### config.mk
export PLATFORM = sky130hd
export DESIGN_NAME = shifter_display_top
export DESIGN_NICKNAME = d
export VERILOG_FILES = /design/src/design/shifter_pkg.sv /design/src/design/display_pkg.sv /design/src/design/tick_divider.sv /design/src/design/button_debounce.sv /design/src/design/shift_control.sv /design/src/design/barrel_shifter.sv /design/src/design/seg7_scanner.sv /design/src/design/shifter_display_top.sv
export SDC_FILE = /design/constraint.sdc
export NUM_CORES = 1
export LEC_CHECK = 0
export BUFFER_PORTS_ARGS = -buffer_cell sky130_fd_sc_hd__buf_2
export CORE_ASPECT_RATIO = 1.75
export CORE_MARGIN = 4
export CORE_UTILIZATION = 60
export CTS_CLUSTER_DIAMETER = 200
export DETAILED_ROUTE_END_ITERATION = 10
export PLACE_DENSITY = 0.79
export SYNTH_ARGS = -nofsm -noshare
export SYNTH_HDL_FRONTEND = slang
export SYNTH_SLANG_ARGS = --single-unit
### constraint.sdc
create_clock -name clk -period 3.8 [get_ports clk]
set_clock_uncertainty 0.05 [all_clocks]
set_input_delay 0.19 -clock clk [delete_from_list [all_inputs] [get_ports clk]]
set_output_delay 0.19 -clock clk [all_outputs]
set_load 0.005 [all_outputs]
### src/design/shifter_pkg.sv
`default_nettype none

package shifter_pkg;

    // Switch word and shifter result width
    localparam int DATA_W = 16;

    // One shamt bit per shifter stage
    localparam int SHAMT_W = 4;

    // Dir, rotate, shamt bit 0, shamt bit 1, shamt high increment
    localparam int BTN_COUNT = 5;

    // Encoding is {rotate, dir} so toggles map straight onto it
    typedef enum logic [1:0] {
        SHIFT_RIGHT  = 2'b00,
        SHIFT_LEFT   = 2'b01,
        ROTATE_RIGHT = 2'b10,
        ROTATE_LEFT  = 2'b11
    } shift_op_e;

endpackage

`default_nettype wire

### src/design/display_pkg.sv
`default_nettype none

package display_pkg;

    // Anodes on the board
    localparam int DIGITS = 8;

    // Digits that carry a result nibble
    localparam int SHOWN_DIGITS = 4;

    // Segments a to g
    localparam int SEG_W = 7;

    // Bits per displayed hex digit
    localparam int NIBBLE_W = 4;

    // Both buses are active low
    localparam logic [SEG_W-1:0]  SEG_BLANK = '1;
    localparam logic [DIGITS-1:0] AN_OFF    = '1;

endpackage

`default_nettype wire

### src/design/tick_divider.sv
`timescale 1ns/10ps
`default_nettype none

module tick_divider #(
    parameter int TICK_DIV = 100000
) (
    input  logic clk,
    input  logic rst_n,
    output logic tick
);

    localparam int CNT_W = (TICK_DIV > 1) ? $clog2(TICK_DIV) : 1;
    localparam logic [CNT_W-1:0] RELOAD = CNT_W'(TICK_DIV - 1);

    logic [CNT_W-1:0] cnt;

    always_ff @(posedge clk) begin
        if (!rst_n) begin
            cnt  <= RELOAD;
            tick <= 1'b0;
        end else if (cnt == '0) begin
            cnt  <= RELOAD;                 // Period restarts on the pulse
            tick <= 1'b1;
        end else begin
            cnt  <= cnt - 1'b1;
            tick <= 1'b0;
        end
    end

endmodule

`default_nettype wire

### src/design/button_debounce.sv
`timescale 1ns/10ps
`default_nettype none

module button_debounce #(
    parameter int DEBOUNCE_TICKS = 10
) (
    input  logic clk,
    input  logic rst_n,
    input  logic tick,
    input  logic btn_raw,
    output logic press,
    output logic toggled
);

    localparam int CNT_W = $clog2(DEBOUNCE_TICKS + 1);
    localparam logic [CNT_W-1:0] LAST = CNT_W'(DEBOUNCE_TICKS - 1);

    typedef enum logic [1:0] {
        RELEASED,
        PRESS_WAIT,
        PRESSED,
        RELEASE_WAIT
    } state_e;

    state_e           state;
    logic [1:0]       sync;
    logic [CNT_W-1:0] stable_cnt;

    always_ff @(posedge clk) begin
        if (!rst_n) begin
            sync       <= 2'b00;
            state      <= RELEASED;
            stable_cnt <= '0;
            press      <= 1'b0;
            toggled    <= 1'b0;
        end else begin
            sync  <= {sync[0], btn_raw};    // Two-flop synchronizer
            press <= 1'b0;
            if (tick) begin
                case (state)
                    RELEASED: begin
                        if (sync[1]) begin
                            state      <= PRESS_WAIT;
                            stable_cnt <= CNT_W'(1);   // First high sample
                        end
                    end
                    PRESS_WAIT: begin
                        if (!sync[1]) begin
                            state <= RELEASED;           // Bounce, start over
                        end else if (stable_cnt == LAST) begin
                            state   <= PRESSED;
                            press   <= 1'b1;
                            toggled <= ~toggled;
                        end else begin
                            stable_cnt <= stable_cnt + 1'b1;
                        end
                    end
                    PRESSED: begin
                        if (!sync[1]) begin
                            state      <= RELEASE_WAIT;
                            stable_cnt <= CNT_W'(1);
                        end
                    end
                    default: begin
                        if (sync[1]) begin
                            state <= PRESSED;            // Still held, no new press
                        end else if (stable_cnt == LAST) begin
                            state <= RELEASED;
                        end else begin
                            stable_cnt <= stable_cnt + 1'b1;
                        end
                    end
                endcase
            end
        end
    end

endmodule

`default_nettype wire

### src/design/shift_control.sv
`timescale 1ns/10ps
`default_nettype none

module shift_control #(
    parameter int DEBOUNCE_TICKS = 10
) (
    input  logic                              clk,
    input  logic                              rst_n,
    input  logic                              tick,
    input  logic [shifter_pkg::BTN_COUNT-1:0] btn,
    output shifter_pkg::shift_op_e            op,
    output logic [shifter_pkg::SHAMT_W-1:0]   shamt
);

    localparam int BTN_DIR = 0;
    localparam int BTN_ROT = 1;
    localparam int BTN_SH0 = 2;
    localparam int BTN_SH1 = 3;
    localparam int BTN_INC = 4;
    localparam int HI_W    = shifter_pkg::SHAMT_W - 2;

    logic [BTN_INC-1:0]     toggled;
    logic                   inc_press;
    logic [HI_W-1:0]        hi_cnt;
    logic [HI_W-1:0]        hi_next;
    shifter_pkg::shift_op_e op_next;

    // Buttons 0 to 3 act as toggles
    for (genvar i = 0; i < BTN_INC; i++) begin : g_toggle
        button_debounce #(
            .DEBOUNCE_TICKS(DEBOUNCE_TICKS)
        ) u_debounce (
            .clk    (clk),
            .rst_n  (rst_n),
            .tick   (tick),
            .btn_raw(btn[i]),
            .press  (),
            .toggled(toggled[i])
        );
    end

    button_debounce #(
        .DEBOUNCE_TICKS(DEBOUNCE_TICKS)
    ) u_debounce_inc (
        .clk    (clk),
        .rst_n  (rst_n),
        .tick   (tick),
        .btn_raw(btn[BTN_INC]),
        .press  (inc_press),
        .toggled()
    );

    assign hi_next = hi_cnt + HI_W'(inc_press);     // Wraps 3 to 0

    always_comb begin
        case ({toggled[BTN_ROT], toggled[BTN_DIR]})
            2'b00:   op_next = shifter_pkg::SHIFT_RIGHT;
            2'b01:   op_next = shifter_pkg::SHIFT_LEFT;
            2'b10:   op_next = shifter_pkg::ROTATE_RIGHT;
            default: op_next = shifter_pkg::ROTATE_LEFT;
        endcase
    end

    // Counter and toggles land on the same edge
    always_ff @(posedge clk) begin
        if (!rst_n) begin
            hi_cnt <= '0;
            op     <= shifter_pkg::SHIFT_RIGHT;
            shamt  <= '0;
        end else begin
            hi_cnt <= hi_next;
            op     <= op_next;
            shamt  <= {hi_next, toggled[BTN_SH1], toggled[BTN_SH0]};
        end
    end

endmodule

`default_nettype wire

### src/design/barrel_shifter.sv
`timescale 1ns/10ps
`default_nettype none

module barrel_shifter #(
    parameter int WIDTH = 16
) (
    input  logic [WIDTH-1:0]         data_in,
    input  shifter_pkg::shift_op_e   op,
    input  logic [$clog2(WIDTH)-1:0] shamt,
    output logic [WIDTH-1:0]         data_out
);

    localparam int STAGES = $clog2(WIDTH);

    logic [WIDTH-1:0] stage [0:STAGES];

    assign stage[0] = data_in;

    // Stage i moves by 2**i when its shamt bit is set
    for (genvar i = 0; i < STAGES; i++) begin : g_stage
        localparam int AMT = 1 << i;

        always_comb begin
            if (!shamt[i]) begin
                stage[i+1] = stage[i];
            end else begin
                case (op)
                    shifter_pkg::SHIFT_LEFT:
                        stage[i+1] = stage[i] << AMT;
                    shifter_pkg::ROTATE_RIGHT:
                        stage[i+1] = {stage[i][AMT-1:0], stage[i][WIDTH-1:AMT]};
                    shifter_pkg::ROTATE_LEFT:
                        stage[i+1] = {stage[i][WIDTH-AMT-1:0], stage[i][WIDTH-1:WIDTH-AMT]};
                    default:
                        stage[i+1] = stage[i] >> AMT;       // Zero fill from the top
                endcase
            end
        end
    end

    assign data_out = stage[STAGES];

endmodule

`default_nettype wire

### src/design/seg7_scanner.sv
`timescale 1ns/10ps
`default_nettype none

module seg7_scanner (
    input  logic                             clk,
    input  logic                             rst_n,
    input  logic                             tick,
    input  logic [shifter_pkg::DATA_W-1:0]   value,
    output logic [display_pkg::SEG_W-1:0]    seg,
    output logic [display_pkg::DIGITS-1:0]   an
);

    localparam logic [2:0] LAST_DIGIT = 3'(display_pkg::SHOWN_DIGITS - 1);

    logic [2:0]                        digit_idx;
    logic                              active;
    logic                              show;
    logic [display_pkg::NIBBLE_W-1:0]  nibble;
    logic [display_pkg::SEG_W-1:0]     seg_next;
    logic [display_pkg::DIGITS-1:0]    an_next;

    assign show    = active | tick;     // Dark until the first tick
    assign nibble  = display_pkg::NIBBLE_W'(value >> (display_pkg::NIBBLE_W * digit_idx));
    assign an_next = ~(display_pkg::DIGITS'(1) << digit_idx);

    // Segments gfedcba, active low
    always_comb begin
        case (nibble)
            4'h0:    seg_next = 7'b1000000;
            4'h1:    seg_next = 7'b1111001;
            4'h2:    seg_next = 7'b0100100;
            4'h3:    seg_next = 7'b0110000;
            4'h4:    seg_next = 7'b0011001;
            4'h5:    seg_next = 7'b0010010;
            4'h6:    seg_next = 7'b0000010;
            4'h7:    seg_next = 7'b1111000;
            4'h8:    seg_next = 7'b0000000;
            4'h9:    seg_next = 7'b0010000;
            4'ha:    seg_next = 7'b0001000;
            4'hb:    seg_next = 7'b0000011;
            4'hc:    seg_next = 7'b1000110;
            4'hd:    seg_next = 7'b0100001;
            4'he:    seg_next = 7'b0000110;
            4'hf:    seg_next = 7'b0001110;
            default: seg_next = display_pkg::SEG_BLANK;
        endcase
    end

    always_ff @(posedge clk) begin
        if (!rst_n) begin
            digit_idx <= '0;
            active    <= 1'b0;
        end else if (tick) begin
            active    <= 1'b1;
            digit_idx <= (digit_idx == LAST_DIGIT) ? 3'd0 : digit_idx + 3'd1;
        end
    end

    // Upper four anodes never see a zero
    always_ff @(posedge clk) begin
        if (!rst_n) begin
            seg <= display_pkg::SEG_BLANK;
            an  <= display_pkg::AN_OFF;
        end else if (show) begin
            seg <= seg_next;
            an  <= an_next;
        end
    end

endmodule

`default_nettype wire

### src/design/shifter_display_top.sv
`timescale 1ns/10ps
`default_nettype none

module shifter_display_top #(
    parameter int TICK_DIV       = 100000,
    parameter int DEBOUNCE_TICKS = 10
) (
    input  logic                              clk,
    input  logic                              rst_n,
    input  logic [shifter_pkg::DATA_W-1:0]    sw,
    input  logic [shifter_pkg::BTN_COUNT-1:0] btn,
    output logic [display_pkg::SEG_W-1:0]     seg,
    output logic [display_pkg::DIGITS-1:0]    an,
    output shifter_pkg::shift_op_e            op,
    output logic [shifter_pkg::SHAMT_W-1:0]   shamt
);

    logic                           tick;
    logic [shifter_pkg::DATA_W-1:0] shifted;

    tick_divider #(
        .TICK_DIV(TICK_DIV)
    ) u_tick_divider (
        .clk  (clk),
        .rst_n(rst_n),
        .tick (tick)
    );

    shift_control #(
        .DEBOUNCE_TICKS(DEBOUNCE_TICKS)
    ) u_shift_control (
        .clk  (clk),
        .rst_n(rst_n),
        .tick (tick),
        .btn  (btn),
        .op   (op),
        .shamt(shamt)
    );

    barrel_shifter #(
        .WIDTH(shifter_pkg::DATA_W)
    ) u_barrel_shifter (
        .data_in (sw),
        .op      (op),
        .shamt   (shamt),
        .data_out(shifted)
    );

    seg7_scanner u_seg7_scanner (
        .clk  (clk),
        .rst_n(rst_n),
        .tick (tick),
        .value(shifted),
        .seg  (seg),
        .an   (an)
    );

endmodule

`default_nettype wire

==> key figures <==
Cells and area
  • Proportion of layout cells with a drive suffix above 1: 0.139
  • Final Net Count: 844
  • Final Non-Filler Cells: 914
  • Diode count: 0
  • Post-route cell area: 6650 um^2
  • P&R area growth vs syn: 10.1%

Timing
  • Fin. Hold Viols: 0
  • Fin Setup TNS: 0 ps
  • Max-slew violation count: 0
  • Hold Slack: 6.79 ps
  • Final setup violation count: 0
  • Final period demand of the worst path: 3560 ps
  • Rel. slew slack: 0.543
  • Worst-margin pin slew: 681 ps
  • RSZ-0062 raised after global routing: false
  • Final period utilization: 0.937
  • Max Fclk: 0.281 GHz
  • Final worst slack: 238 ps

CTS
  • Clk_lat worst skew: 340 ps
  • CTS Buf Count: 9
  • CTS tree: yes
  • Clk root buf: clkbuf_16
  • H-tree levels: 3
  • Deepest clock path buffer count: 2
  • Post-CTS sizing: 0
  • Reg clk slew, reported paths: 70 ps
  • Clock sink count: 88

Synth
  • Post-synth design cell area: 6030 um^2
  • Sequential-to-total area share from yosys stat: 0.292
  • Largest cells by area after synthesis: dfxtp_1 29%, mux2i_1 7.8%, ha_1 7.7%, nor2_1 5.5%, a21oi_1 4.1%
  • Post-synth EDFFs: 0
  • Yosys warns: 0
  • Syn Nets: 812
  • Post-Syn Instances: 752
  • Syn Area/Cell: 8.02 um^2
  • Synth top area share: 0.292
  • Post-synthesis async set-or-reset flop share: 0
  • Synth Register Bits: 88
  • Dominant cell type by area after synthesis: dfxtp_1
  • Cell variety after synth: 64
  • Primary FF master, synth: dfxtp_1

Setup path
  • CP max FO: 23
  • Cell Chain, Critical Path: mux2i_1 > mux2i_1 > mux4_2 > mux4_2 > a22oi_4 > or2_2 > inv_1 > ha_1 > mux2i_1 > nor3_1 > a2111o_1
  • Required @ worst endpoint: 3980 ps
  • Endpoint type of the worst setup path: flip-flop
  • CP top delay family: multiplexers
  • Critical path arrival: 3740 ps
  • Worst setup SP type: flip-flop
  • Max incr delay on CP: 700 ps
  • Cell mode on critical path: mux2i_1
  • Kind of critical path: reg2reg
  • Crit path buf inv count: 1
  • CP max stage cell: dfxtp_2

Placement
  • Gpl congestion: 1.02
  • Placed cells: 897
  • Port Buf Inserts: 43
  • Dpl hpwl: 12400 um
  • Placed Area: 6340 um^2
  • Setup WS pre-CTS: 244 ps

Pwr
  • PwrDens: 295 nW/um^2
  • P_leak: 2.46 nW
  • VDD IR-drop max: 297 uV

Die
  • Starting Density: 0.613
  • Die width: 83.8 um
  • Core Region: 9850 um^2
  • Top-Level Pins: 44
  • FP Rows: 48
  • Die area: 11800 um^2
  • Chip Height: 141 um

Routing
  • DRC: 0
  • DR vias/cell: 6.28
  • Routed WL per cell: 18.6 um
  • Initial DRC Count: 385
  • Final WL: 17000 um
  • Antenna-violating nets left: 0
  • Drt pass-1 iters: 5
  • DR vias: 5744

Status
  • Status: finished clean

Global route
  • Antenna violations before repair: 0
  • Total track usage: 0.288
  • GR Overflow Total: 0
  • Largest net degree at the start of global routing: 41
  • Vias in the first global route: 5659
  • First-pass GRT wire length: 27500 um

Hold path
  • Hold Path Class: in2reg

Job
  • Max-cap viol count: 0
-- logic make-up after synthesis --
logic type / synth area share
AO/OA/AOI/OAI: 0.193
AND/OR/NAND/NOR: 0.250
XOR/XNOR: 0.0232
multiplexers: 0.108
flip-flops: 0.292
adder cells (fa/ha/maj): 0.0767
buffers and inverters: 0.0570
-- timing repair --
item	CTS	global route
endpoints found under the setup margin	0	0
setup buffers	0	0
hold buffers	1	0
endpoints found under the hold margin	1	0
-- Yosys cell counts, types with 7 or more instances --
library cell and instances:
a211oi_1 24, a21oi_1 49, a31oi_1 7, and2_1 19, clkbuf_1 24, dfxtp_1 88, ha_1 37, inv_1 29
mux2i_1 47, mux4_2 7, nand2_1 64, nand2b_1 15, nand3_1 21, nand3b_1 7, nand4_1 7, nor2_1 88
nor2b_1 12, nor3_1 24, nor4_1 7, o211ai_1 7, o21ai_0 45, o22ai_1 9, or2_2 13, or3_1 11
xnor2_1 11
-- per-stage QoR --
step	util	power, W
final	0.675	0.00196
after global routing	0.675	0.00202
after CTS	0.675	0.00197
after detailed placement	0.643	0.00111
after global placement	0.643	0.00111
after floorplan	-	0.00104
-- final cells by class --
class / instances / area (um^2)
clock inverters: 7 / 72.6
well taps: 125 / 156
inverters: 30 / 113
multi-input cells: 593 / 3930
flip-flops and latches: 88 / 1760
repair buffers: 62 / 385
fillers: 853 / 3200
clock buffers: 9 / 225
-- state kept, by name (all words and copies together), names as in the netlist, 4 cells and up, named ones only --
name	flops
u_shift_control.g_toggle.u_debounce.state	4
u_shift_control.g_toggle.u_debounce.stable_cnt	16
u_shift_control.u_debounce_inc.stable_cnt	4
u_shift_control.g_toggle.u_debounce.toggled	4
u_shift_control.g_toggle.u_debounce.sync	8
u_seg7_scanner.seg	7
u_tick_divider.cnt	17
u_seg7_scanner.an	8
u_shift_control.shamt	4
-- report_power, final --
part	leakage, nW	switching [W]	internal [W]
Combinational	1.61	0.000103	0.0000553
Clock	0.143	0.000403	0.000464
Sequential	0.713	0.00000664	0.000929
Total	2.46	0.000513	0.00145
-- worst reg2reg max path, delay by kind of cell, from the launching register on --
family / cells / cell delay, ps
compound gates: 2 / 530
fa+ha+maj: 1 / 220
buf+inv: 1 / 70
simple gates: 2 / 250
flops: 1 / 700
mux: 5 / 1640
-- per-layer routing --
metal	vias up	track usage	share of wire
li1	2771	-	-
met1	2660	0.301	0.36
met2	236	0.521	0.51
met3	77	0.0497	0.059
met4	0	0.188	0.069
met5	-	0	0
-- cells in the final DEF (no fill, tap or decap), drive strengths merged, types with 6 or more instances in the layout --
cell and n:
nor2 88, dfxtp 88, nand2 65, buf 61, a21oi 49, mux2i 48
o21ai 47, ha 37, inv 34, a211oi 24, nor3 24, nand3 21
and2 19, nand2b 15, or2 13, nor2b 12, or3 11, xnor2 11
o22ai 9, clkbuf 9, nor4 8, o211ai 7, mux4 7, a31oi 7
nand3b 7, nand4 7, o221ai 6
-- final timing paths --
path,startpoint,to,slack (ps),cells after the start
worst min register to register,u_tick_divider.cnt[0]$_SDFF_PP1_,u_tick_divider.cnt[0]$_SDFF_PP1_,380,1
worst max-delay path,u_shift_control.shamt[0]$_SDFF_PN0_,u_seg7_scanner.seg[6]$_SDFFE_PN1P_,240,11
worst min-delay path,btn[1],u_shift_control.g_toggle[1].u_debounce.sync[0]$_SDFF_PN0_,7,2
worst max register to register,u_shift_control.shamt[0]$_SDFF_PN0_,u_seg7_scanner.seg[6]$_SDFFE_PN1P_,240,11
Power figures use the tool's default switching activity.
